### config.mk
export PLATFORM = sky130hd
export DESIGN_NAME = hostRegs
export DESIGN_NICKNAME = d
export VERILOG_FILES = /design/src/hostRegs.sv
export VERILOG_INCLUDE_DIRS = /design/src /design/src/common
export SDC_FILE = /design/constraint.sdc
export NUM_CORES = 1
export LEC_CHECK = 0
export BUFFER_PORTS_ARGS = -buffer_cell sky130_fd_sc_hd__buf_4
export CORE_MARGIN = 5
export CORE_UTILIZATION = 33
export DETAILED_ROUTE_END_ITERATION = 16
export SLEW_MARGIN = 20
export SYNTH_ARGS = -nofsm -noshare
export SYNTH_HDL_FRONTEND = slang
export SYNTH_SLANG_ARGS = --single-unit
### constraint.sdc
create_clock -name Clock -period 2.92 [get_ports Clock]
set_input_delay 0.584 -clock Clock [delete_from_list [all_inputs] [get_ports Clock]]
set_output_delay 0.584 -clock Clock [all_outputs]
set_load 0.1 [all_outputs]
### src/common/cpu_cfg.svh
// Widths, depths and host register offsets; MEM_ADDR_W must equal clog2 of MEM_DEPTH
`ifndef CPU_CFG_SVH
`define CPU_CFG_SVH

`define DATA_WIDTH 32
`define MEM_DEPTH 512
`define MEM_ADDR_W 9
`define REG_COUNT 16
`define REG_SEL_W 4
`define AXI_ADDR_W 8

`define REG_CTRL 8'h00
`define REG_STATUS 8'h04
`define REG_PCINIT 8'h08
`define REG_MEMADDR 8'h0C
`define REG_MEMDATA 8'h10

`endif

### src/hostRegs.sv
// AXI4-Lite slave, one outstanding transfer per channel; MEMDATA while running gives SLVERR
`timescale 1ns/1ns
`include "cpu_cfg.svh"

module hostRegs (
   input  logic                   Clock,
   input  logic                   rstN,
   input  logic [`AXI_ADDR_W-1:0] awAddr,
   input  logic                   awValid,
   output logic                   awReady,
   input  logic [`DATA_WIDTH-1:0] wData,
   input  logic                   wValid,
   output logic                   wReady,
   output logic [1:0]             bResp,
   output logic                   bValid,
   input  logic                   bReady,
   input  logic [`AXI_ADDR_W-1:0] arAddr,
   input  logic                   arValid,
   output logic                   arReady,
   output logic [`DATA_WIDTH-1:0] rData,
   output logic [1:0]             rResp,
   output logic                   rValid,
   input  logic                   rReady,
   input  logic                   running,
   input  logic                   halted,
   input  logic [`DATA_WIDTH-1:0] hostRdData,
   output logic                   startPulse,
   output logic [`DATA_WIDTH-1:0] pcInit,
   output logic [`MEM_ADDR_W-1:0] hostAddr,
   output logic                   hostWe,
   output logic [`DATA_WIDTH-1:0] hostWrData
);

   localparam logic [1:0] RespOkay   = 2'b00;
   localparam logic [1:0] RespSlvErr = 2'b10;

   logic [`MEM_ADDR_W-1:0] memAddr;
   logic [`AXI_ADDR_W-1:0] rdAddr;
   logic [`DATA_WIDTH-1:0] readMux;
   logic                   wrFire;
   logic                   wrMemData;
   logic                   rdFire;
   logic                   rdMemData;
   logic                   rdStage;
   logic                   rdErr;

   assign wrFire     = awReady && awValid && wValid;
   assign wrMemData  = (awAddr == `REG_MEMDATA);
   assign rdFire     = arReady && arValid;
   assign rdMemData  = (arAddr == `REG_MEMDATA);
   assign hostAddr   = memAddr;
   assign hostWe     = wrFire && wrMemData && !running;
   assign hostWrData = wData;

   always_ff @(posedge Clock or negedge rstN) begin
      if (!rstN) begin
         awReady    <= 1'b0;
         wReady     <= 1'b0;
         bValid     <= 1'b0;
         bResp      <= RespOkay;
         arReady    <= 1'b0;
         rdStage    <= 1'b0;
         rValid     <= 1'b0;
         rResp      <= RespOkay;
         rdErr      <= 1'b0;
         rdAddr     <= '0;
         memAddr    <= '0;
         pcInit     <= '0;
         startPulse <= 1'b0;
      end else begin
         // Ready pulses for one cycle, blocked while a response is pending
         awReady    <= awValid && wValid && !awReady && !bValid;
         wReady     <= awValid && wValid && !awReady && !bValid;
         arReady    <= arValid && !arReady && !rdStage && !rValid;
         rdStage    <= rdFire;
         startPulse <= 1'b0;
         if (bValid && bReady) begin
            bValid <= 1'b0;
         end
         if (wrFire) begin
            bValid <= 1'b1;
            bResp  <= (wrMemData && running) ? RespSlvErr : RespOkay;
            case (awAddr)
               `REG_CTRL:    startPulse <= wData[0] && !running;
               `REG_PCINIT:  pcInit <= wData;
               `REG_MEMADDR: memAddr <= wData[`MEM_ADDR_W-1:0];
               `REG_MEMDATA: if (!running) memAddr <= memAddr + 1'b1;
               default: begin
               end
            endcase
         end
         if (rdFire) begin
            rdAddr <= arAddr;
            rdErr  <= rdMemData && running;
            if (rdMemData && !running) begin
               memAddr <= memAddr + 1'b1;
            end
         end
         // Memory data is ready one cycle after the address
         if (rdStage) begin
            rValid <= 1'b1;
            rResp  <= rdErr ? RespSlvErr : RespOkay;
         end else if (rValid && rReady) begin
            rValid <= 1'b0;
         end
      end
   end

   always_comb begin
      case (rdAddr)
         `REG_STATUS:  readMux = `DATA_WIDTH'({halted, running});
         `REG_PCINIT:  readMux = pcInit;
         `REG_MEMADDR: readMux = `DATA_WIDTH'(memAddr);
         `REG_MEMDATA: readMux = rdErr ? '0 : hostRdData;
         default:      readMux = '0;
      endcase
   end

   always_ff @(posedge Clock) begin
      if (rdStage) begin
         rData <= readMux;
      end
   end

endmodule

==> impl_summary.log <==
[metrics] result of the run: complete, no violations
[metrics] post-cts gate resize count: 0
[metrics] final wirelength: 12.3 mm
[metrics] final-layout setup total negative slack: 0 ns
[metrics] met1 usage: 19.8%
[metrics] critical path endpoint category: output pin
[metrics] unrepaired setup endpoints after global routing: no
[metrics] vias per std cell: 4.95
[metrics] total global-route track usage: roughly 16%
[metrics] worst-case clock buffer depth: 2
[metrics] total vias in the final route: 3,350
[metrics] final global-route overflow total: 0
[metrics] Hold Vio Cnt, Final: 0
[metrics] Total Die Area: 15,200 um2
[metrics] type of the most critical hold path: input pin to async pin
[metrics] drt pass-1 iters: 5
[metrics] total power consumption of the routed design: 3480 uW
[metrics] post-synth design cell area: 4230 um2
[metrics] die span in y: between 100 and 150 um
[metrics] setup bufs post-CTS: 0
[metrics] library cell used as clock root buffer: sky130_fd_sc_hd__clkbuf_16
[metrics] share of flip-flops with an asynchronous set or reset after synthesis: 64.4%
[metrics] GRT Max-Usage Layer: met2
[metrics] antenna violation net count after detailed routing: 0
[metrics] global-route wire length before repair: ~18 mm
[metrics] fill cell count: 1,191
[metrics] post-detailed-route DRC marker count: 0
[metrics] Placed Area: about 5700 um2
[metrics] highest-delay cell along the critical path: sky130_fd_sc_hd__nor4b_1
[metrics] Leakage Power: between 0.002 and 0.003 uW
[metrics] violation count after the first detailed-routing iteration: between 200 and 250
[metrics] Max-slew headroom: a little over two fifths
[metrics] portion of synthesized cell area occupied by the leading cell type: between 30% and 40%
[metrics] Seq. cell area: between 2000 and 2500 um2
[metrics] Worst-Skew Late Latency: roughly 0.33 ns
[metrics] number of port buffers: between 200 and 250
[metrics] die span in x: about 120 um
[metrics] fin. max-slew vios: 0
[metrics] crit path from: awAddr[1]
[metrics] CP Class: input pin to output pin
[metrics] largest cells by area after synthesis: sky130_fd_sc_hd__dfrtp_1 (34%), sky130_fd_sc_hd__edfxtp_1 (23%), sky130_fd_sc_hd__mux2_2 (11%), sky130_fd_sc_hd__buf_4 (6.7%), sky130_fd_sc_hd__a22o_1 (5.0%)
[metrics] final worst path period share: 85.7%
[metrics] leading area contributor after synthesis: sky130_fd_sc_hd__dfrtp_1
[metrics] count of warnings emitted by yosys: 0
[metrics] Core ar.: 12,600 um2
[metrics] mean instance size in the synthesized netlist: 12.8 um2
[metrics] clock-pin transition on the worst setup and hold timing paths: roughly 0.070 ns
[metrics] CP max FO: 5
[metrics] endpoint required time on the critical path: ~2.3 ns
[metrics] multi-input gate area in the final layout: 1460 um2
[metrics] number of buffers created by CTS: 9
[metrics] crit path launch type: input pin
[metrics] Reg-to-Reg Start: rdAddr[5]
[metrics] Least-Margin Pin Slew: 0.861 ns
[metrics] initial core utilization: about a third
[metrics] CP Data Arrival Time: between 1.5 and 2 ns
[metrics] GPL Wtd Cong: 0.802
[metrics] max-capacitance violation count: 0
[metrics] dominant register cell in the synthesized netlist: sky130_fd_sc_hd__dfrtp_1
[metrics] slowest cell delay on critical path: 0.34 ns
[metrics] area grow syn2layout: 42.5%
[metrics] Peak supply drop: 0.281 mV
[metrics] list of cells traversed by the critical path: buf_4, nor4b_1, nand4_1, nor3_4, buf_4
[metrics] clock tree sinks: 90
[metrics] ANT cells: 0
[metrics] TritonCTS clock tree: done
[metrics] largest net degree at the start of global routing: 59
[metrics] Buf/Inv on CP: 2
[metrics] number of nets in the layout: 590
[metrics] GR Util met3: approximately 5.4%
[metrics] Core Rows: slightly above 40
[metrics] total non-filler cell area in the finished layout: 6030 um2
[metrics] Final setup viols: 0
[metrics] WL per Instance: 18.2 um
[metrics] cell family with the largest share of critical-path delay: simple AND/OR/NAND/NOR gates
[metrics] Netlist cell types: between 40 and 50
[metrics] half-perimeter wire length after detailed placement: 9.40 mm
[metrics] number of flops mapped to enable cells by yosys: 32
[metrics] number of levels in the clock H-tree: 3
[metrics] layout cells sized above 1: 54.7%
[metrics] power density of the placed cells: approximately 580 nW/um2
[metrics] hold buffer count at cts: 0
[metrics] Most Frequent Cell on Critical Path: sky130_fd_sc_hd__buf_4
[metrics] fin util: 47.8%
[metrics] routing usage on met2: 26.1%
[metrics] clock skew after layout: 0.00659 ns
[metrics] vias in the first global route: 3,368
[metrics] Cells after Synth: 330
[metrics] Min Clock Period, post-route: 2.50 ns
[metrics] Ports: 205
[metrics] max frequency: 400 MHz
[metrics] Seq cells post-synth: 90
[metrics] antenna violations before repair: 0
[metrics] fraction of the yosys area taken by sequential cells: a little under three fifths
==> synthesized netlist by cell type (all sizes together), types with 6 or more instances <==
library cell	instances
dfrtp	58
buf	47
mux2	41
edfxtp	32
a22o	24
nand2	12
o21ai	12
inv	11
nand3	10
a22oi	8
a222oi	7
a21o	6
nor3	6
==> path summary, 6_finish.rpt <==
kind	endpoint	slack, ns	depth (start not counted)
min reg2reg	wReady	0.46	1
min in group Clock	bValid	0.44	2
max	hostWe	0.42	5
max in group asynchronous	wReady	2.06	1
max reg2reg	rData[10]	0.53	5
min	pcInit[24]	0.32	1
==> sequential cells by signal, indices dropped and copies added, names as in the netlist <==
register	count
rdStage	1
bResp	1
rdAddr	8
rdErr	1
rValid	1
wReady	1
startPulse	1
rResp	1
bValid	1
arReady	1
rData	32
pcInit	32
hostAddr	9
==> report_power, final <==
part / switching, uW / total [uW] / internal (uW) / leakage (uW)
Clock: 490 / 1250 / 759 / 0.000156
Sequential: 51.6 / 1440 / 1390 / 0.00109
Combinational: 578 / 794 / 216 / 0.00168
==> cell type report <==
cell class,instances,share of cell area [%]
Clock buffer,9,3.73
Clock inverter,7,1.66
Inverter,11,0.684
Multi-Input combinational cell,179,24.1
Sequential cell,90,40.0
Tap cell,172,3.57
Timing Repair Buffer,209,26.2
==> cell families (layout without fill, tap and decap cells) <==
kind of cell               count (synthesis)  in the layout  share of synthesized area (%)
and+or+nand+nor                           65             65                           9.66
muxes                                     42             42                           11.1
AOI/OAI and AO/OA                         66             66                           12.1
buffers and inverters                     62            236                           9.10
xor gates and xnor gates                   3              3                          0.621
adders and majority gates                  1              1                          0.295
other                                      1              2                         0.0886
DFF                                       90             90                           57.0
==> cells in the final DEF, fill, tap and decap left out, drive strengths merged, types with 3 or more instances in the layout <==
| master | synthesis | final |
|---|---|---|
| edfxtp | 32 | 32 |
| buf | 47 | 209 |
| nor3 | 6 | 6 |
| a22o | 24 | 24 |
| nand4 | 4 | 4 |
| a21oi | 5 | 5 |
| a222oi | 7 | 7 |
| nor3b | 3 | 3 |
| a21o | 6 | 6 |
| a22oi | 8 | 8 |
| inv | 11 | 14 |
| nand3 | 10 | 10 |
| nor4 | 5 | 5 |
| clkbuf | 4 | 9 |
| nand2 | 12 | 12 |
| dfrtp | 58 | 58 |
| o21ai | 12 | 12 |
| nor2 | 5 | 5 |
| mux2 | 41 | 41 |
==> per-stage QoR <==
step | std cells | hold slack, ns | worst slack (ns)
floorplan | 331 | 0.288 | 0.218
global placement | 661 | 0.444 | 0.443
detailed placement | 661 | 0.452 | 0.386
CTS | 677 | 0.352 | 0.385
global route | 677 | 0.388 | 0.265
finish | 677 | 0.321 | 0.418
==> layer usage <==
layer	share of wire, %	vias up	wire [um]
met5	0	-	0
met4	0.57	0	70
met3	10	4	1290
met2	48	153	5910
met1	41	1647	5030
li1	-	1546	-
No activity file was read; power rests on OpenSTA's default activity.
