===== src/common/cpu_cfg.svh =====
// Widths, depths and host register offsets; MEM_ADDR_W must equal clog2 of MEM_DEPTH
`ifndef CPU_CFG_SVH
`define CPU_CFG_SVH

`define DATA_WIDTH 32
`define MEM_DEPTH 512
`define MEM_ADDR_W 9
`define REG_COUNT 16
`define REG_SEL_W 4
`define AXI_ADDR_W 8

`define REG_CTRL 8'h00
`define REG_STATUS 8'h04
`define REG_PCINIT 8'h08
`define REG_MEMADDR 8'h0C
`define REG_MEMDATA 8'h10

`endif


===== src/common/cpuPkg.sv =====
// Shared CPU types; opcode values are the binary encoding of IR bits 31..27
package cpuPkg;

   typedef enum logic [4:0] {
      opLd   = 5'd0,
      opSt   = 5'd1,
      opAddi = 5'd2,
      opAdd  = 5'd3,
      opSub  = 5'd4,
      opAnd  = 5'd5,
      opOr   = 5'd6,
      opShl  = 5'd7,
      opBrzr = 5'd8,
      opHalt = 5'd9
   } opcodeT;

   typedef enum logic [2:0] {
      aluAdd,
      aluSub,
      aluAnd,
      aluOr,
      aluShl,
      aluPassB
   } aluOpT;

   // Single driver of the shared bus
   typedef enum logic [2:0] {
      srcNone,
      srcPc,
      srcMdr,
      srcZLo,
      srcRegFile,
      srcImm,
      srcPcInit
   } busSrcT;

   typedef enum logic [3:0] {
      sIdle,
      sLoad,
      sT0,
      sT1,
      sT2,
      sT3,
      sT4,
      sT5,
      sT6,
      sT7,
      sHalted
   } seqStateT;

endpackage


===== src/common/busCtrlIf.sv =====
// Sequencer to datapath controls; all signals are combinational within one T-state
`timescale 1ns/1ns

interface busCtrlIf;
   cpuPkg::busSrcT busSrc;
   // Register load enables
   logic pcIn, irIn, marIn, mdrIn, yIn, zIn, rIn;
   // Register field select and base-zero rule
   logic gra, grb, grc;
   logic baOut;
   logic incPc;
   cpuPkg::aluOpT aluOp;
   logic memRead;
   logic memWrite;
   logic conIn;
   // Status back from the datapath
   cpuPkg::opcodeT irOpcode;
   logic conFlag;

   modport seq (
      output busSrc, pcIn, irIn, marIn, mdrIn, yIn, zIn, rIn,
      output gra, grb, grc, baOut, incPc, aluOp, memRead, memWrite, conIn,
      input  irOpcode, conFlag
   );

   modport dp (
      input  busSrc, pcIn, irIn, marIn, mdrIn, yIn, zIn, rIn,
      input  gra, grb, grc, baOut, incPc, aluOp, memRead, memWrite, conIn,
      output irOpcode, conFlag
   );
endinterface


===== src/common/memIf.sv =====
// CPU memory port; rdData is registered and valid the cycle after re
`timescale 1ns/1ns
`include "cpu_cfg.svh"

interface memIf;
   logic [`MEM_ADDR_W-1:0] addr;
   logic [`DATA_WIDTH-1:0] wrData;
   logic we;
   logic re;
   logic [`DATA_WIDTH-1:0] rdData;

   modport cpu (
      output addr, wrData, we, re,
      input  rdData
   );

   modport mem (
      input  addr, wrData, we, re,
      output rdData
   );
endinterface


===== src/datapath/alu.sv =====
// Combinational ALU on Y and the bus; shift amount uses the low 5 bits of b only
`timescale 1ns/1ns
`include "cpu_cfg.svh"

module alu (
   input  cpuPkg::aluOpT          op,
   input  logic [`DATA_WIDTH-1:0] a,
   input  logic [`DATA_WIDTH-1:0] b,
   output logic [`DATA_WIDTH-1:0] result
);

   always_comb begin
      case (op)
         cpuPkg::aluAdd: result = a + b;
         cpuPkg::aluSub: result = a - b;
         cpuPkg::aluAnd: result = a & b;
         cpuPkg::aluOr:  result = a | b;
         cpuPkg::aluShl: result = a << b[4:0];
         // passB and unused codes
         default:        result = b;
      endcase
   end

endmodule


===== src/datapath/dataPath.sv =====
// Single-bus datapath; memory address and write data pass through when MAR or MDR loads
`timescale 1ns/1ns
`include "cpu_cfg.svh"

module dataPath (
   input  logic                   Clock,
   input  logic                   rstN,
   input  logic [`DATA_WIDTH-1:0] pcInit,
   busCtrlIf.dp                   ctrl,
   memIf.cpu                      mem
);

   logic [`DATA_WIDTH-1:0] bus;
   logic [`DATA_WIDTH-1:0] pc;
   logic [`DATA_WIDTH-1:0] ir;
   logic [`MEM_ADDR_W-1:0] mar;
   logic [`DATA_WIDTH-1:0] mdr;
   logic [`DATA_WIDTH-1:0] y;
   logic [`DATA_WIDTH-1:0] z;
   logic [`DATA_WIDTH-1:0] immExt;
   logic [`DATA_WIDTH-1:0] regRd;
   logic [`DATA_WIDTH-1:0] aluResult;
   logic [`REG_SEL_W-1:0]  regSel;
   logic                   memReadQ;
   logic                   conFlagQ;

   // Signed 19-bit immediate
   assign immExt = {{(`DATA_WIDTH - 19){ir[18]}}, ir[18:0]};

   // Field select, register 0 when nothing is chosen
   always_comb begin
      if (ctrl.gra) begin
         regSel = ir[26:23];
      end else if (ctrl.grb) begin
         regSel = ir[22:19];
      end else if (ctrl.grc) begin
         regSel = ir[18:15];
      end else begin
         regSel = '0;
      end
   end

   always_comb begin
      case (ctrl.busSrc)
         cpuPkg::srcPc:      bus = pc;
         cpuPkg::srcMdr:     bus = mdr;
         cpuPkg::srcZLo:     bus = z;
         cpuPkg::srcRegFile: bus = (ctrl.baOut && regSel == '0) ? '0 : regRd;
         cpuPkg::srcImm:     bus = immExt;
         cpuPkg::srcPcInit:  bus = pcInit;
         default:            bus = '0;
      endcase
   end

   regFile regFile_i (
      .Clock  (Clock),
      .rstN   (rstN),
      .sel    (regSel),
      .we     (ctrl.rIn),
      .wrData (bus),
      .rdData (regRd)
   );

   alu alu_i (
      .op     (ctrl.aluOp),
      .a      (y),
      .b      (bus),
      .result (aluResult)
   );

   always_ff @(posedge Clock or negedge rstN) begin
      if (!rstN) begin
         pc       <= '0;
         ir       <= '0;
         memReadQ <= 1'b0;
         conFlagQ <= 1'b0;
      end else begin
         memReadQ <= ctrl.memRead;
         if (ctrl.pcIn) begin
            pc <= bus;
         end else if (ctrl.incPc) begin
            pc <= pc + `DATA_WIDTH'(1);
         end
         if (ctrl.irIn) begin
            ir <= bus;
         end
         // Branch test on the selected register, independent of the bus
         if (ctrl.conIn) begin
            conFlagQ <= (regRd == '0);
         end
      end
   end

   always_ff @(posedge Clock) begin
      if (ctrl.marIn) begin
         mar <= bus[`MEM_ADDR_W-1:0];
      end
      if (ctrl.mdrIn) begin
         mdr <= memReadQ ? mem.rdData : bus;
      end
      if (ctrl.yIn) begin
         y <= bus;
      end
      if (ctrl.zIn) begin
         z <= aluResult;
      end
   end

   assign mem.addr      = ctrl.marIn ? bus[`MEM_ADDR_W-1:0] : mar;
   assign mem.wrData    = ctrl.mdrIn ? bus : mdr;
   assign mem.we        = ctrl.memWrite;
   assign mem.re        = ctrl.memRead;
   assign ctrl.irOpcode = cpuPkg::opcodeT'(ir[31:27]);
   assign ctrl.conFlag  = conFlagQ;

endmodule


===== src/datapath/regFile.sv =====
// General registers with combinational read; register 0 is an ordinary register here
`timescale 1ns/1ns
`include "cpu_cfg.svh"

module regFile (
   input  logic                   Clock,
   input  logic                   rstN,
   input  logic [`REG_SEL_W-1:0]  sel,
   input  logic                   we,
   input  logic [`DATA_WIDTH-1:0] wrData,
   output logic [`DATA_WIDTH-1:0] rdData
);

   logic [`DATA_WIDTH-1:0] regs [`REG_COUNT];

   always_ff @(posedge Clock or negedge rstN) begin
      if (!rstN) begin
         for (int i = 0; i < `REG_COUNT; i++) begin
            regs[i] <= '0;
         end
      end else if (we) begin
         regs[sel] <= wrData;
      end
   end

   assign rdData = regs[sel];

endmodule


===== src/flat_wrapper.sv =====
// flat-port wrapper written by rule: the top's interface ports become plain ports
module dataPath_flat 
  (Clock, rstN, pcInit, ctrl_busSrc, ctrl_pcIn, ctrl_irIn, ctrl_marIn, ctrl_mdrIn, ctrl_yIn, ctrl_zIn, ctrl_rIn, ctrl_gra, ctrl_grb, ctrl_grc, ctrl_baOut, ctrl_incPc, ctrl_aluOp, ctrl_memRead, ctrl_memWrite, ctrl_conIn, ctrl_irOpcode, ctrl_conFlag, mem_addr, mem_wrData, mem_we, mem_re, mem_rdData);
  busCtrlIf ctrl_i ();
  memIf mem_i ();
  input  logic Clock;
  input  logic rstN;
  input  logic [`DATA_WIDTH-1:0] pcInit;
  input wire logic [$bits(ctrl_i.busSrc)-1:0] ctrl_busSrc;
  input wire logic [$bits(ctrl_i.pcIn)-1:0] ctrl_pcIn;
  input wire logic [$bits(ctrl_i.irIn)-1:0] ctrl_irIn;
  input wire logic [$bits(ctrl_i.marIn)-1:0] ctrl_marIn;
  input wire logic [$bits(ctrl_i.mdrIn)-1:0] ctrl_mdrIn;
  input wire logic [$bits(ctrl_i.yIn)-1:0] ctrl_yIn;
  input wire logic [$bits(ctrl_i.zIn)-1:0] ctrl_zIn;
  input wire logic [$bits(ctrl_i.rIn)-1:0] ctrl_rIn;
  input wire logic [$bits(ctrl_i.gra)-1:0] ctrl_gra;
  input wire logic [$bits(ctrl_i.grb)-1:0] ctrl_grb;
  input wire logic [$bits(ctrl_i.grc)-1:0] ctrl_grc;
  input wire logic [$bits(ctrl_i.baOut)-1:0] ctrl_baOut;
  input wire logic [$bits(ctrl_i.incPc)-1:0] ctrl_incPc;
  input wire logic [$bits(ctrl_i.aluOp)-1:0] ctrl_aluOp;
  input wire logic [$bits(ctrl_i.memRead)-1:0] ctrl_memRead;
  input wire logic [$bits(ctrl_i.memWrite)-1:0] ctrl_memWrite;
  input wire logic [$bits(ctrl_i.conIn)-1:0] ctrl_conIn;
  output wire logic [$bits(ctrl_i.irOpcode)-1:0] ctrl_irOpcode;
  output wire logic [$bits(ctrl_i.conFlag)-1:0] ctrl_conFlag;
  output wire logic [$bits(mem_i.addr)-1:0] mem_addr;
  output wire logic [$bits(mem_i.wrData)-1:0] mem_wrData;
  output wire logic [$bits(mem_i.we)-1:0] mem_we;
  output wire logic [$bits(mem_i.re)-1:0] mem_re;
  input wire logic [$bits(mem_i.rdData)-1:0] mem_rdData;
  assign ctrl_i.busSrc = ctrl_busSrc;
  assign ctrl_i.pcIn = ctrl_pcIn;
  assign ctrl_i.irIn = ctrl_irIn;
  assign ctrl_i.marIn = ctrl_marIn;
  assign ctrl_i.mdrIn = ctrl_mdrIn;
  assign ctrl_i.yIn = ctrl_yIn;
  assign ctrl_i.zIn = ctrl_zIn;
  assign ctrl_i.rIn = ctrl_rIn;
  assign ctrl_i.gra = ctrl_gra;
  assign ctrl_i.grb = ctrl_grb;
  assign ctrl_i.grc = ctrl_grc;
  assign ctrl_i.baOut = ctrl_baOut;
  assign ctrl_i.incPc = ctrl_incPc;
  assign ctrl_i.aluOp = ctrl_aluOp;
  assign ctrl_i.memRead = ctrl_memRead;
  assign ctrl_i.memWrite = ctrl_memWrite;
  assign ctrl_i.conIn = ctrl_conIn;
  assign ctrl_irOpcode = ctrl_i.irOpcode;
  assign ctrl_conFlag = ctrl_i.conFlag;
  assign mem_addr = mem_i.addr;
  assign mem_wrData = mem_i.wrData;
  assign mem_we = mem_i.we;
  assign mem_re = mem_i.re;
  assign mem_i.rdData = mem_rdData;
  dataPath u_core (.Clock(Clock), .rstN(rstN), .pcInit(pcInit), .ctrl(ctrl_i), .mem(mem_i));
endmodule

===== config.mk =====
export PLATFORM = sky130hd
export DESIGN_NAME = dataPath_flat
export DESIGN_NICKNAME = d
export VERILOG_FILES = /design/src/common/cpuPkg.sv /design/src/common/busCtrlIf.sv /design/src/common/memIf.sv /design/src/datapath/alu.sv /design/src/datapath/dataPath.sv /design/src/datapath/regFile.sv /design/src/flat_wrapper.sv
export VERILOG_INCLUDE_DIRS = /design/src /design/src/common
export SDC_FILE = /design/constraint.sdc
export NUM_CORES = 2
export LEC_CHECK = 0
export BUFFER_PORTS_ARGS = -buffer_cell sky130_fd_sc_hd__buf_2
export CORE_UTILIZATION = 56
export CTS_BUF_LIST = sky130_fd_sc_hd__clkbuf_4 sky130_fd_sc_hd__clkbuf_8
export CTS_CLUSTER_SIZE = 12
export DETAILED_ROUTE_END_ITERATION = 8
export PLACE_DENSITY_LB_ADDON = 0.12
export SYNTH_ARGS = -nofsm -noshare
export SYNTH_HDL_FRONTEND = slang
export SYNTH_SLANG_ARGS = --single-unit

===== constraint.sdc =====
create_clock -name Clock -period 14.6 [get_ports Clock]
set_input_delay 2.92 -clock Clock [delete_from_list [all_inputs] [get_ports Clock]]
set_output_delay 2.92 -clock Clock [all_outputs]
set_load 0.05 [all_outputs]

==> flow_metrics.tcl <==
set metrics [dict create \
    final-setup-viol-count 0 \
    clk_path_buf_depth 3 \
    worstPathArrival_ns 7.45 \
    pwr_density_cell_nw_per_um2 182 \
    r2r_slack_ns 6.85 \
    hold_viol_final 0 \
    cts_tree "yes" \
    synth_edf_count 96 \
    routed_wl_um 119000 \
    cp_num_cells 10 \
    slowest_stage "o41ai_1" \
    grt_start_max_net_pins 179 \
    drc 0 \
    crit_required_ns 11.68 \
    io_pins 136 \
    cp_max_fo 64 \
    fp.coreArea_um2 64300 \
    multiInputGateArea_um2 17100 \
    synthArstFlopShare_pct 84.6 \
    insertion_delay_ns 0.75 \
    track_usage_pct 35.9 \
    crit_end "mem_wrData[10]" \
    fillers 5596 \
    crit_type "primary input to primary output" \
    ff2ff_path_depth 23 \
    die_x_um 257 \
    worstSetupStartpointType "primary input" \
    worstReg2RegEnd "u_core.z[31]" \
    finalSetupTns_ns 0 \
    die_h_um 257 \
    grt_overflow 0 \
    wl_per_cell_um 24.1 \
    path_buf_inv 4 \
    p_leak_nw 17.2 \
    whs_ns 0.468 \
    rows 93 \
    dr.first_iter.drc_count 3530 \
    syn_area_per_cell_um2 9.06 \
    root_buffer "clkbuf_8" \
    fin_crit_sh_pct 71.0 \
    cts_setup_buffers 0 \
    slew_violations 0 \
    antenna_left 0 \
    crit_family "compound AO/OA/AOI/OAI gates" \
    critical_path.max_stage_delay_ns 1.07 \
    crit_path_end_kind "primary output" \
    place_area_um2 37300 \
    peakVddDrop_uv 97.6 \
    crit_chain "buf_2, a21oi_2, a21o_4, buf_4, a2111oi_0, o41ai_1, a31oi_4, buf_4, a21oi_1, buf_2" \
    cts_hold_buf 0 \
    syn2layout_area_growth_pct 9.49 \
    initial_core_util_pct 56.5 \
    vias 31000 \
    grt_pass1_vias 29100 \
    finalNetCount 4132 \
    yosysSeqAreaShare_pct 48.2 \
    cts_buffers 114 \
    status "complete, no violations" \
    synth-seq-cells 683 \
    max_freq_mhz 96.4 \
    synth_cell_types 100 \
    synth_cells 4011 \
    rsz0062_at_grt "no" \
    relSlewSlack_pct 22.0 \
    skew_ns 0.0409 \
    startpoint "ctrl_grb" \
    fin_crit_ns 10.37 \
    detail_route.first_pass.iterations 7 \
    fin_area_um2 39800 \
    yosys_warnings 0 \
    regArea_um2 17500 \
    post_cts_resized 0 \
    dieArea_um2 65900 \
    p_total_mw 7.24 \
    dp_hpwl_um 78800 \
    drv_cap 0 \
    synth_ff_type "dfrtp_1" \
    min_path_type "flip-flop to flip-flop" \
    port_buffers 133 \
    htree_levels 3 \
    gp_congestion 1.03 \
    grt_pass1_wl_um 181000 \
    via_per_inst 6.26 \
    drive_gt1_share_pct 14.3 \
    worstMarginPinSlew_ns 1.16 \
    antenna_found_initial 3 \
    reg2reg_from "u_core.ir[19]" \
    numClockSinks 683 \
    path_clk_slew_ns 0.05 \
    synth_nets 4138 \
    syn-cell-area_um2 36400 \
]
worst min-delay path, cell delays in order, from the launching register on:
cell	delay (ns)
dfxtp_1	0.29
nor2_1	0.07
a21oi_1	0.05
placed cells by master (no fill, tap or decap), types with 15 or more instances in the layout:
| cell type | Yosys | routed |
|---|---|---|
| nand2_1 | 595 | 589 |
| dfrtp_1 | 578 | 578 |
| nor2_1 | 506 | 504 |
| a21oi_1 | 506 | 503 |
| o21ai_0 | 318 | 318 |
| mux2i_1 | 192 | 192 |
| clkbuf_8 | 0 | 147 |
| buf_2 | 48 | 131 |
| nand3_1 | 116 | 116 |
| edfxtp_1 | 96 | 96 |
| buf_4 | 25 | 83 |
| xnor2_1 | 74 | 74 |
| inv_1 | 61 | 61 |
| mux2_2 | 55 | 55 |
| a32oi_1 | 52 | 52 |
| nand4_1 | 41 | 41 |
| ha_1 | 39 | 39 |
| clkbuf_4 | 0 | 34 |
| a21o_1 | 23 | 22 |
| mux4_2 | 21 | 21 |
| nor3_1 | 25 | 19 |
| nand2b_1 | 18 | 18 |
| nor2b_1 | 17 | 17 |
| a211oi_1 | 17 | 17 |
| clkinv_2 | 0 | 16 |
| o211ai_1 | 15 | 15 |
| a22o_1 | 15 | 15 |
power breakdown:
group          internal (mW)  switching [mW]  total, mW
sequential              2.68           0.418       3.10
clock                   1.02           0.804       1.83
combinational          0.873            1.44       2.32
registers in the layout, summed over array words and instances, names as in the netlist:
| signal | cells |
|---|---|
| u_core.ctrl.conFlag | 1 |
| u_core.mar | 9 |
| u_core.regFile_i.regs | 512 |
| u_core.pc | 32 |
| u_core.mdr | 32 |
| u_core.y | 32 |
| u_core.z | 32 |
| u_core.ir | 32 |
| u_core.memReadQ | 1 |
worst min path at each step:
stage / from / endpoint / slack (ns) / cells past startpoint
after floorplan: u_core.regFile_i.regs[307] / u_core.regFile_i.regs[307] / 0.44 / 2
after global placement: u_core.mar[6] / u_core.mar[6] / 0.46 / 2
after detailed placement: u_core.mar[1] / u_core.mar[1] / 0.46 / 2
after CTS: u_core.mar[1] / u_core.mar[1] / 0.47 / 2
after global routing: u_core.regFile_i.regs[99] / u_core.regFile_i.regs[99] / 0.50 / 2
final: u_core.mar[5] / u_core.mar[5] / 0.47 / 2
synth_stat cells, drive strengths merged, types with 23 or more instances:
master | number | area, µm²
a32oi | 52 | 455
ha | 39 | 488
nand3 | 116 | 581
mux2i | 193 | 1940
a21o | 23 | 173
clkbuf | 230 | 863
inv | 66 | 248
buf | 110 | 684
nand4 | 42 | 269
xnor2 | 74 | 648
edfxtp | 96 | 2880
nor3 | 32 | 226
mux2 | 56 | 634
a21oi | 513 | 2610
nor2 | 506 | 1900
nand2 | 595 | 2230
dfrtp | 578 | 14500
o21ai | 330 | 1660
cell families (layout without fill, tap and decap cells):
family                     after synthesis  in the layout  share of synthesized area (%)
muxes                                  270            270                           8.39
other                                    0              2                              0
buffers and inverters                  408            491                           4.96
DFF                                    683            683                           48.2
adders and majority gates               53             53                           1.76
AOI/OAI and AO/OA                     1137           1137                           18.7
and+or+nand+nor                       1373           1373                           15.9
xor gates and xnor gates                87             87                           2.10
per-stage QoR:
step                utilization, %  instances  worst slack, ns
floorplan                        -       4011             5.46
global placement              58.0       4744             4.35
detailed placement            58.0       4744             4.34
CTS                           61.9       4949             4.31
global route                  61.9       4951             4.05
finish                        61.9       4951             4.23
layout make-up:
cell class	count	area share (%)
inverter	68	0.641
multi-input combinational	2920	43.0
sequential	683	44.0
clock inverter	24	0.512
clock buffer	181	5.72
timing repair buffer	218	3.40
antenna	2	0.0126
tap	855	2.69
per-layer routing:
layer,global-route usage (%),wire length [µm],vias to the layer above
met1,51.1,50100,15100
li1,-,-,14100
met4,15.2,5260,2
met3,5.62,10100,315
met2,54.8,53600,1530
met5,0,13,-
(Power assumes the default switching activity.)
