### config.mk
export PLATFORM = sky130hd
export DESIGN_NAME = controlSeq_flat
export DESIGN_NICKNAME = d
export VERILOG_FILES = /design/src/common/cpuPkg.sv /design/src/common/busCtrlIf.sv /design/src/controlSeq.sv /design/src/flat_wrapper.sv
export SDC_FILE = /design/constraint.sdc
export NUM_CORES = 1
export LEC_CHECK = 0
export BUFFER_PORTS_ARGS = -buffer_cell sky130_fd_sc_hd__buf_4
export CORE_MARGIN = 2
export CORE_UTILIZATION = 47
export DETAILED_ROUTE_END_ITERATION = 6
export PLACE_DENSITY = 0.82
export SLEW_MARGIN = 5
export SYNTH_ARGS = -nofsm -noshare
export SYNTH_HDL_FRONTEND = slang
export SYNTH_SLANG_ARGS = --single-unit
### constraint.sdc
create_clock -name Clock -period 3.7 [get_ports Clock]
set_clock_uncertainty 0.1 [all_clocks]
set_input_delay 0.74 -clock Clock [delete_from_list [all_inputs] [get_ports Clock]]
set_output_delay 0.74 -clock Clock [all_outputs]
set_load 0.01 [all_outputs]
### src/common/cpuPkg.sv
// Shared CPU types; opcode values are the binary encoding of IR bits 31..27
package cpuPkg;

   typedef enum logic [4:0] {
      opLd   = 5'd0,
      opSt   = 5'd1,
      opAddi = 5'd2,
      opAdd  = 5'd3,
      opSub  = 5'd4,
      opAnd  = 5'd5,
      opOr   = 5'd6,
      opShl  = 5'd7,
      opBrzr = 5'd8,
      opHalt = 5'd9
   } opcodeT;

   typedef enum logic [2:0] {
      aluAdd,
      aluSub,
      aluAnd,
      aluOr,
      aluShl,
      aluPassB
   } aluOpT;

   // Single driver of the shared bus
   typedef enum logic [2:0] {
      srcNone,
      srcPc,
      srcMdr,
      srcZLo,
      srcRegFile,
      srcImm,
      srcPcInit
   } busSrcT;

   typedef enum logic [3:0] {
      sIdle,
      sLoad,
      sT0,
      sT1,
      sT2,
      sT3,
      sT4,
      sT5,
      sT6,
      sT7,
      sHalted
   } seqStateT;

endpackage

### src/common/busCtrlIf.sv
// Sequencer to datapath controls; all signals are combinational within one T-state
`timescale 1ns/1ns

interface busCtrlIf;
   cpuPkg::busSrcT busSrc;
   // Register load enables
   logic pcIn, irIn, marIn, mdrIn, yIn, zIn, rIn;
   // Register field select and base-zero rule
   logic gra, grb, grc;
   logic baOut;
   logic incPc;
   cpuPkg::aluOpT aluOp;
   logic memRead;
   logic memWrite;
   logic conIn;
   // Status back from the datapath
   cpuPkg::opcodeT irOpcode;
   logic conFlag;

   modport seq (
      output busSrc, pcIn, irIn, marIn, mdrIn, yIn, zIn, rIn,
      output gra, grb, grc, baOut, incPc, aluOp, memRead, memWrite, conIn,
      input  irOpcode, conFlag
   );

   modport dp (
      input  busSrc, pcIn, irIn, marIn, mdrIn, yIn, zIn, rIn,
      input  gra, grb, grc, baOut, incPc, aluOp, memRead, memWrite, conIn,
      output irOpcode, conFlag
   );
endinterface

### src/controlSeq.sv
// T-state sequencer; unknown opcodes stop the CPU as halt does, st finishes in t6
`timescale 1ns/1ns

module controlSeq (
   input  logic   Clock,
   input  logic   rstN,
   input  logic   startPulse,
   busCtrlIf.seq  ctrl,
   output logic   running,
   output logic   halted
);

   cpuPkg::seqStateT state;
   cpuPkg::seqStateT nextState;
   cpuPkg::opcodeT   op;
   logic             isAluOp;
   logic             isMemOp;
   logic             isKnown;

   assign op      = ctrl.irOpcode;
   assign isAluOp = op inside {cpuPkg::opAdd, cpuPkg::opSub, cpuPkg::opAnd,
                               cpuPkg::opOr, cpuPkg::opShl};
   assign isMemOp = op inside {cpuPkg::opLd, cpuPkg::opSt};
   assign isKnown = isAluOp || isMemOp || op inside {cpuPkg::opAddi, cpuPkg::opBrzr};

   always_ff @(posedge Clock or negedge rstN) begin
      if (!rstN) begin
         state <= cpuPkg::sIdle;
      end else begin
         state <= nextState;
      end
   end

   always_comb begin
      nextState = state;
      case (state)
         cpuPkg::sIdle,
         cpuPkg::sHalted: if (startPulse) nextState = cpuPkg::sLoad;
         cpuPkg::sLoad:   nextState = cpuPkg::sT0;
         cpuPkg::sT0:     nextState = cpuPkg::sT1;
         cpuPkg::sT1:     nextState = cpuPkg::sT2;
         cpuPkg::sT2:     nextState = cpuPkg::sT3;
         cpuPkg::sT3:     nextState = isKnown ? cpuPkg::sT4 : cpuPkg::sHalted;
         cpuPkg::sT4:     nextState = cpuPkg::sT5;
         cpuPkg::sT5:     nextState = isMemOp ? cpuPkg::sT6 : cpuPkg::sT0;
         cpuPkg::sT6:     nextState = (op == cpuPkg::opLd) ? cpuPkg::sT7 : cpuPkg::sT0;
         default:         nextState = cpuPkg::sT0;
      endcase
   end

   always_comb begin
      ctrl.busSrc   = cpuPkg::srcNone;
      ctrl.pcIn     = 1'b0;
      ctrl.irIn     = 1'b0;
      ctrl.marIn    = 1'b0;
      ctrl.mdrIn    = 1'b0;
      ctrl.yIn      = 1'b0;
      ctrl.zIn      = 1'b0;
      ctrl.rIn      = 1'b0;
      ctrl.gra      = 1'b0;
      ctrl.grb      = 1'b0;
      ctrl.grc      = 1'b0;
      ctrl.baOut    = 1'b0;
      ctrl.incPc    = 1'b0;
      ctrl.aluOp    = cpuPkg::aluAdd;
      ctrl.memRead  = 1'b0;
      ctrl.memWrite = 1'b0;
      ctrl.conIn    = 1'b0;
      case (state)
         cpuPkg::sLoad: begin
            ctrl.busSrc = cpuPkg::srcPcInit;
            ctrl.pcIn   = 1'b1;
         end
         cpuPkg::sT0: begin
            ctrl.busSrc  = cpuPkg::srcPc;
            ctrl.marIn   = 1'b1;
            ctrl.memRead = 1'b1;
         end
         cpuPkg::sT1: begin
            ctrl.mdrIn = 1'b1;
            ctrl.incPc = 1'b1;
         end
         cpuPkg::sT2: begin
            ctrl.busSrc = cpuPkg::srcMdr;
            ctrl.irIn   = 1'b1;
         end
         cpuPkg::sT3: begin
            ctrl.yIn = 1'b1;
            if (op == cpuPkg::opBrzr) begin
               // PC into Y while ra is tested
               ctrl.busSrc = cpuPkg::srcPc;
               ctrl.gra    = 1'b1;
               ctrl.conIn  = 1'b1;
            end else begin
               ctrl.busSrc = cpuPkg::srcRegFile;
               ctrl.grb    = 1'b1;
               ctrl.baOut  = isMemOp;
            end
         end
         cpuPkg::sT4: begin
            ctrl.zIn = 1'b1;
            if (isAluOp) begin
               ctrl.busSrc = cpuPkg::srcRegFile;
               ctrl.grc    = 1'b1;
               case (op)
                  cpuPkg::opSub: ctrl.aluOp = cpuPkg::aluSub;
                  cpuPkg::opAnd: ctrl.aluOp = cpuPkg::aluAnd;
                  cpuPkg::opOr:  ctrl.aluOp = cpuPkg::aluOr;
                  cpuPkg::opShl: ctrl.aluOp = cpuPkg::aluShl;
                  default:       ctrl.aluOp = cpuPkg::aluAdd;
               endcase
            end else begin
               ctrl.busSrc = cpuPkg::srcImm;
            end
         end
         cpuPkg::sT5: begin
            ctrl.busSrc = cpuPkg::srcZLo;
            if (isMemOp) begin
               ctrl.marIn   = 1'b1;
               ctrl.memRead = (op == cpuPkg::opLd);
            end else if (op == cpuPkg::opBrzr) begin
               ctrl.pcIn = ctrl.conFlag;
            end else begin
               ctrl.gra = 1'b1;
               ctrl.rIn = 1'b1;
            end
         end
         cpuPkg::sT6: begin
            ctrl.mdrIn = 1'b1;
            // st writes ra through MDR in the same cycle
            if (op == cpuPkg::opSt) begin
               ctrl.busSrc   = cpuPkg::srcRegFile;
               ctrl.gra      = 1'b1;
               ctrl.memWrite = 1'b1;
            end
         end
         cpuPkg::sT7: begin
            ctrl.busSrc = cpuPkg::srcMdr;
            ctrl.gra    = 1'b1;
            ctrl.rIn    = 1'b1;
         end
         default: begin
         end
      endcase
   end

   assign running = !(state inside {cpuPkg::sIdle, cpuPkg::sHalted});
   assign halted  = (state == cpuPkg::sHalted);

endmodule

### src/flat_wrapper.sv
// flat-port wrapper written by rule: the top's interface ports become plain ports
module controlSeq_flat 
  (Clock, rstN, startPulse, running, halted, ctrl_busSrc, ctrl_pcIn, ctrl_irIn, ctrl_marIn, ctrl_mdrIn, ctrl_yIn, ctrl_zIn, ctrl_rIn, ctrl_gra, ctrl_grb, ctrl_grc, ctrl_baOut, ctrl_incPc, ctrl_aluOp, ctrl_memRead, ctrl_memWrite, ctrl_conIn, ctrl_irOpcode, ctrl_conFlag);
  busCtrlIf ctrl_i ();
  input  logic Clock;
  input  logic rstN;
  input  logic startPulse;
  output logic running;
  output logic halted;
  output wire logic [$bits(ctrl_i.busSrc)-1:0] ctrl_busSrc;
  output wire logic [$bits(ctrl_i.pcIn)-1:0] ctrl_pcIn;
  output wire logic [$bits(ctrl_i.irIn)-1:0] ctrl_irIn;
  output wire logic [$bits(ctrl_i.marIn)-1:0] ctrl_marIn;
  output wire logic [$bits(ctrl_i.mdrIn)-1:0] ctrl_mdrIn;
  output wire logic [$bits(ctrl_i.yIn)-1:0] ctrl_yIn;
  output wire logic [$bits(ctrl_i.zIn)-1:0] ctrl_zIn;
  output wire logic [$bits(ctrl_i.rIn)-1:0] ctrl_rIn;
  output wire logic [$bits(ctrl_i.gra)-1:0] ctrl_gra;
  output wire logic [$bits(ctrl_i.grb)-1:0] ctrl_grb;
  output wire logic [$bits(ctrl_i.grc)-1:0] ctrl_grc;
  output wire logic [$bits(ctrl_i.baOut)-1:0] ctrl_baOut;
  output wire logic [$bits(ctrl_i.incPc)-1:0] ctrl_incPc;
  output wire logic [$bits(ctrl_i.aluOp)-1:0] ctrl_aluOp;
  output wire logic [$bits(ctrl_i.memRead)-1:0] ctrl_memRead;
  output wire logic [$bits(ctrl_i.memWrite)-1:0] ctrl_memWrite;
  output wire logic [$bits(ctrl_i.conIn)-1:0] ctrl_conIn;
  input wire logic [$bits(ctrl_i.irOpcode)-1:0] ctrl_irOpcode;
  input wire logic [$bits(ctrl_i.conFlag)-1:0] ctrl_conFlag;
  assign ctrl_busSrc = ctrl_i.busSrc;
  assign ctrl_pcIn = ctrl_i.pcIn;
  assign ctrl_irIn = ctrl_i.irIn;
  assign ctrl_marIn = ctrl_i.marIn;
  assign ctrl_mdrIn = ctrl_i.mdrIn;
  assign ctrl_yIn = ctrl_i.yIn;
  assign ctrl_zIn = ctrl_i.zIn;
  assign ctrl_rIn = ctrl_i.rIn;
  assign ctrl_gra = ctrl_i.gra;
  assign ctrl_grb = ctrl_i.grb;
  assign ctrl_grc = ctrl_i.grc;
  assign ctrl_baOut = ctrl_i.baOut;
  assign ctrl_incPc = ctrl_i.incPc;
  assign ctrl_aluOp = ctrl_i.aluOp;
  assign ctrl_memRead = ctrl_i.memRead;
  assign ctrl_memWrite = ctrl_i.memWrite;
  assign ctrl_conIn = ctrl_i.conIn;
  assign ctrl_i.irOpcode = ctrl_irOpcode;
  assign ctrl_i.conFlag = ctrl_conFlag;
  controlSeq u_core (.Clock(Clock), .rstN(rstN), .startPulse(startPulse), .ctrl(ctrl_i), .running(running), .halted(halted));
endmodule
==> results of run 1 <==
[through the flow]
step,hold slack (ns),util [%]
5_1_grt,0.1781,68.26
2_1_floorplan,0.3444,-
3_3_place_gp,0.4351,66.50
4_1_cts,0.1913,68.26
6_report,0.1914,68.26
3_5_place_dp,0.4375,66.50
[power groups by stage]
stage               clock network, mW  logic (mW)  registers (mW)
floorplan                           0       0.318          0.0823
global placement                    0       0.418           0.142
detailed placement                  0       0.424           0.143
CTS                            0.0546       0.426           0.142
global route                   0.0604       0.470           0.153
finish                         0.0536       0.423           0.146
[worst min path at each step]
stage | start | to | slack (ns) | cells past startpoint
2_1_floorplan | rstN | u_core.state[0] | 0.34 | 0
3_3_place_gp | rstN | u_core.state[2] | 0.44 | 1
3_5_place_dp | rstN | u_core.state[2] | 0.44 | 1
4_1_cts | rstN | u_core.state[0] | 0.19 | 1
5_1_grt | rstN | u_core.state[1] | 0.18 | 1
6_report | rstN | u_core.state[1] | 0.19 | 1
[final cells by class]
type / instances / area [µm²]
multi-input combinational: 81 / 480.5
fill: 131 / 407.9
tap: 15 / 18.77
timing repair buffer: 32 / 240.2
clock buffer: 3 / 22.52
sequential: 4 / 100.1
inverter: 4 / 15.01
[cells by family after synthesis]
logic type,count (synthesis),synth area share (%)
xor+xnor,1,1.381
compound gates,20,21.10
simple gates,60,53.26
buf+inv,12,8.479
flops,4,15.78
[Yosys cell counts (all sizes together), types with 2 or more instances]
cell,count,area (µm²)
a21oi,5,25.02
and3,2,12.51
buf,2,16.26
clkbuf,6,22.52
dfrtp,4,100.1
inv,4,15.01
nand2,5,18.77
nand2b,6,37.54
nand3,5,25.02
nand3b,5,37.54
nor2,17,63.81
nor2b,2,12.51
nor3,6,35.03
nor4,2,12.51
o211ai,3,22.52
o21a,2,15.01
o21ai,3,15.01
o22ai,3,18.77
or2,2,12.52
[metal layers]
metal	GRT usage (%)	vias to the layer above	wire, µm
met2	40.87	27	883
met5	0	-	0
met4	5.000	0	6
met1	31.70	372	804
met3	7.065	2	102
li1	-	405	-
[worst max-delay path, delay by kind of cell]
kind	cells	cell delay [ns]
and+or+nand+nor	2	0.87
AOI/OAI and AO/OA	2	0.34
buffers and inverters	2	0.31
==> impl_metrics.py, run 1 <==
metrics = {
    "synthesis": {
        "netlist_area_um2": 634.4,
        "synth_seq_area_share_pct": 15.78,
        "synthesis.nets": 106,
        "async_reset_ff_share_pct": 100.0,
        "ys_warn_count": 0,
        "ys_seq_elements": 4,
        "ys.flop_type": "dfrtp_1",
        "synth-edff-count": 0,
        "synthDistinctLibCells": 35,
        "avgSynthCellArea_um2": 6.540,
        "synthCells": 97,
    },
    "placed_design": {
        "place_inst": 136,
        "placed_cell_area_um2": 854.6,
        "dp_hpwl_um": 1372,
        "gp_congestion": 0.8780,
        "portBuffers": 31,
        "place_ws_ns": 0.6040,
    },
    "power": {
        "power_switching_share_pct": 49.90,
        "ir_drop_uv": 438.1,
        "clkPwrFrac_pct": 8.6,
        "finalPower_uw": 622.7,
        "p_switching_uw": 310.7,
        "comb_power_share_pct": 68.0,
        "power_density_mw_per_mm2": 709.9,
        "sequentialPowerShare_pct": 23.4,
        "p_leak_nw": 0.4040,
        "internal-power_uw": 312.0,
    },
    "clock_tree": {
        "cts_max_path_buffers": 2,
        "ctsResizeCount": 0,
        "htreeDepth": 1,
        "clk_pin_slew_worst_paths_ns": 0.04,
        "cts_tree": "done",
        "ctsRootBufferMaster": "clkbuf_4",
        "insertion_delay_ns": 0.24,
        "cts.sinks": 4,
        "holdBufCountCts": 0,
        "cts_inserted_buffers": 3,
        "post-cts-setup-buffers": 0,
    },
    "worst_setup_path": {
        "startpoint_type": "input port",
        "r2r_cells": 4,
        "crit_arrival_ns": 2.26,
        "crit_end": "ctrl_gra",
        "cp_max_fo": 9,
        "cpPeakStageDelay_ns": 0.54,
        "crit_type": "input port to output port",
        "worstSetupStartpoint": "ctrl_irOpcode[0]",
        "crit_chain": "buf_4 -> or4b_4 -> or2_0 -> a22oi_2 -> o221ai_1 -> buf_4",
        "crit_required_ns": 2.86,
        "timing.rr.end": "u_core.state[1]",
        "regToRegSetupSlack_ns": 1.85,
        "cp_slowest_cell": "or4b_4",
        "cp-end-kind": "output port",
        "rr_startpoint": "u_core.state[1]",
        "crit_top_cell": "buf_4",
    },
    "layout": {
        "area_growth_pct": 38.26,
        "final_nets": 135,
        "largest_register_ffs": 4,
        "drive_gt1_share_pct": 32.26,
        "layout_commonest_cell": "buf_4",
        "finalNonFillerCells": 139,
        "largest_register": "u_core.state",
        "final_cell_mix": "buf_4 (32), nor2_1 (17), nand2b_1 (6)",
        "num_antenna_cells": 0,
        "design_area_um2": 877.1,
        "top_regs": "u_core.state (4)",
    },
    "global_route": {
        "groute.usage.overall_pct": 24.72,
        "grt_pass1_vias": 606,
        "antenna_found_initial": 0,
        "grt_max_degree": 22,
        "globalRoute.totalOverflow": 0,
        "grt_pass1_wl_um": 2704,
    },
    "drt": {
        "drt_wl_total_um": 1797,
        "vias": 806,
        "vias_per_cell": 5.799,
        "wire_per_inst_um": 12.93,
        "post-route-drc-count": 0,
        "first_pass_iters": 4,
        "drt-initial-drc-count": 9,
        "detail-route-antenna-nets": 0,
    },
    "timing": {
        "rsz0062_at_grt": "false",
        "setup_viol": 0,
        "fmax_ghz": 0.3223,
        "final-hold-violation-count": 0,
        "layout_min_cycle_time_ns": 3.103,
        "setup_ws_ns": 0.5970,
        "totalNegativeSetupSlack_ns": 0,
        "worstMarginPinSlew_ns": 0.5512,
        "relSlewSlack_pct": 63.25,
        "post-route-period-util_pct": 83.86,
        "report.final.slew_viol_count": 0,
    },
    "run_status": {
        "status": "complete, no violations",
    },
    "floorplan": {
        "placementRows": 13,
        "initial_utilization_pct": 49.37,
        "core_area_mm2": 0.001285,
        "io_pins": 32,
        "die_area_mm2": 0.001660,
        "die_w_um": 40.74,
        "die_y_um": 40.74,
    },
    "worst_hold_path": {
        "min_path_type": "input port to async pin",
    },
    "job": {
        "cap_violations": 0,
    },
}
No activity file was read; power rests on OpenSTA's default activity.
==> run 2: changes to the inputs <==
Settings changed: CORE_UTILIZATION 47 to 40, PLACE_DENSITY 0.82 to 0.74.
Clock period 3.7 ns to 2.8 ns, I/O delays scaled along.
==> run 2 against run 1 <==
Sequential share of layout area decreased by 0.24 points; first-iteration DRC count increased by 140%; total power increased by 35%; via count increased by 2.0%; flip-flop and latch count unchanged; global-route usage decreased by 4.3 points; final cell count increased by 2.2%; critical endpoint is now ctrl_pcIn; highest routed layer is now met3.
==> impl_metrics.py, run 2 (synthesis gave the netlist of run 1 again) <==
metrics = {
    "timing": {
        "holdWs_ns": 0.5577,
        "final-hold-violation-count": 0,
        "worstMarginPinSlew_ns": 0.5702,
        "fmax_ghz": 0.3682,
        "post-route-period-util_pct": 97.00,
        "rsz0062_at_grt": "false",
        "totalNegativeSetupSlack_ns": 0,
        "layout_min_cycle_time_ns": 2.716,
        "report.final.slew_viol_count": 0,
        "setup_viol": 0,
        "relSlewSlack_pct": 61.99,
    },
    "worst_hold_path": {
        "min_path_type": "input port to async pin",
    },
    "worst_setup_path": {
        "timing.rr.end": "u_core.state[1]",
        "r2r_cells": 4,
        "crit_type": "input port to output port",
        "regToRegSetupSlack_ns": 0.95,
        "cp-end-kind": "output port",
        "startpoint_type": "input port",
        "cp_max_fo": 9,
        "crit_required_ns": 2.14,
        "crit_arrival_ns": 2.06,
        "rr_startpoint": "u_core.state[1]",
    },
    "floorplan": {
        "core_area_mm2": 0.001489,
        "placementRows": 14,
        "initial_utilization_pct": 42.61,
        "io_pins": 32,
        "die_w_um": 43.83,
        "die_y_um": 43.83,
        "die_area_mm2": 0.001921,
    },
    "drt": {
        "detail-route-antenna-nets": 0,
        "wire_per_inst_um": 13.02,
        "vias_per_cell": 5.789,
        "post-route-drc-count": 0,
        "drt_wl_total_um": 1849,
        "first_pass_iters": 4,
        "vias": 822,
        "drt-initial-drc-count": 22,
    },
    "power": {
        "power_density_mw_per_mm2": 940.0,
        "p_leak_nw": 0.4131,
        "finalPower_uw": 842.1,
        "ir_drop_uv": 658.6,
    },
    "run_status": {
        "status": "complete, no violations",
    },
    "clock_tree": {
        "cts_max_path_buffers": 2,
        "ctsRootBufferMaster": "clkbuf_4",
        "cts_tree": "done",
        "htreeDepth": 1,
        "ctsResizeCount": 0,
        "insertion_delay_ns": 0.24,
        "cts_inserted_buffers": 3,
        "cts.sinks": 4,
        "clk_pin_slew_worst_paths_ns": 0.04,
    },
    "layout": {
        "largest_register_ffs": 4,
        "area_growth_pct": 41.22,
        "drive_gt1_share_pct": 32.54,
        "layout_commonest_cell": "buf_4",
        "num_antenna_cells": 0,
        "top_regs": "u_core.state (4)",
        "largest_register": "u_core.state",
        "fillCellCount": 142,
        "final_nets": 137,
        "final_cell_mix": "buf_4 (33), nor2_1 (17), nand2b_1 (6)",
    },
    "global_route": {
        "grt_pass1_wl_um": 2939,
        "globalRoute.totalOverflow": 0,
        "grt_pass1_vias": 689,
        "antenna_found_initial": 0,
        "groute.usage.overall_pct": 20.44,
        "grt_max_degree": 22,
    },
    "placed_design": {
        "dp_hpwl_um": 1386,
        "portBuffers": 31,
        "gp_congestion": 0.8965,
    },
    "job": {
        "cap_violations": 0,
    },
}
[run 2: changes by cell type in the layout (fill, tap and decap cells not counted), sizes merged]
cell,change
dlygate4sd3,+1
buf,+1
[run 2: metal layers]
metal  routed length (µm)  track usage [%]
met1                  827            25.81
met2                  878            33.53
met3                  143            5.417
met4                    0            6.667
met5                    0                0
[run 2: cell type report]
| type | instances | area, µm² | area share, % |
|---|---|---|---|
| multi-input cells | 81 | 480.5 | 53.63 |
| repair buffers | 34 | 257.7 | 28.77 |
| flip-flops and latches | 4 | 100.1 | 11.17 |
| clock buffers | 3 | 22.52 | 2.514 |
| well taps | 16 | 20.02 | 2.235 |
| inverters | 4 | 15.01 | 1.676 |
[run 2: critical path: stages]
cell and delay (ns):
buf_4 0.15, or4b_4 0.53, or2_0 0.33, o22a_1 0.23, nor3_2 0.11, buf_4 0.14
[run 2: what timing repair did]
action	4_1_cts	5_1_grt
hold buffers	0	1
buffers inserted	0	0
endpoints found under the hold margin	0	4
[run 2: report_power, final]
part | switching [mW] | leakage [nW] | internal (mW)
registers | 0.0951 | 0.0501 | 0.0829
clock network | 0.0264 | 0.0138 | 0.0481
logic | 0.297 | 0.349 | 0.292
total | 0.419 | 0.413 | 0.423
[run 2: worst max-delay path by stage]
stage	start	endpoint	slack, ns
2_1_floorplan	ctrl_irOpcode[0]	ctrl_pcIn	0.25
3_3_place_gp	ctrl_irOpcode[0]	ctrl_pcIn	0.12
3_5_place_dp	ctrl_irOpcode[0]	ctrl_gra	0.08
4_1_cts	ctrl_irOpcode[0]	ctrl_pcIn	0.08
5_1_grt	ctrl_irOpcode[0]	ctrl_pcIn	0.0005
6_report	ctrl_irOpcode[0]	ctrl_pcIn	0.08
[run 2: per-stage QoR]
| step | instance area (µm²) | util, % | std cells | setup slack (ns) |
|---|---|---|---|---|
| finish | 895.9 | 60.17 | 142 | 0.08408 |
| detailed placement | 863.3 | 57.98 | 138 | 0.08323 |
| global route | 895.9 | 60.17 | 142 | 0.0004570 |
| floorplan | 634.4 | - | 97 | 0.2548 |
| global placement | 863.3 | 57.98 | 138 | 0.1213 |
| CTS | 885.9 | 59.50 | 141 | 0.08325 |
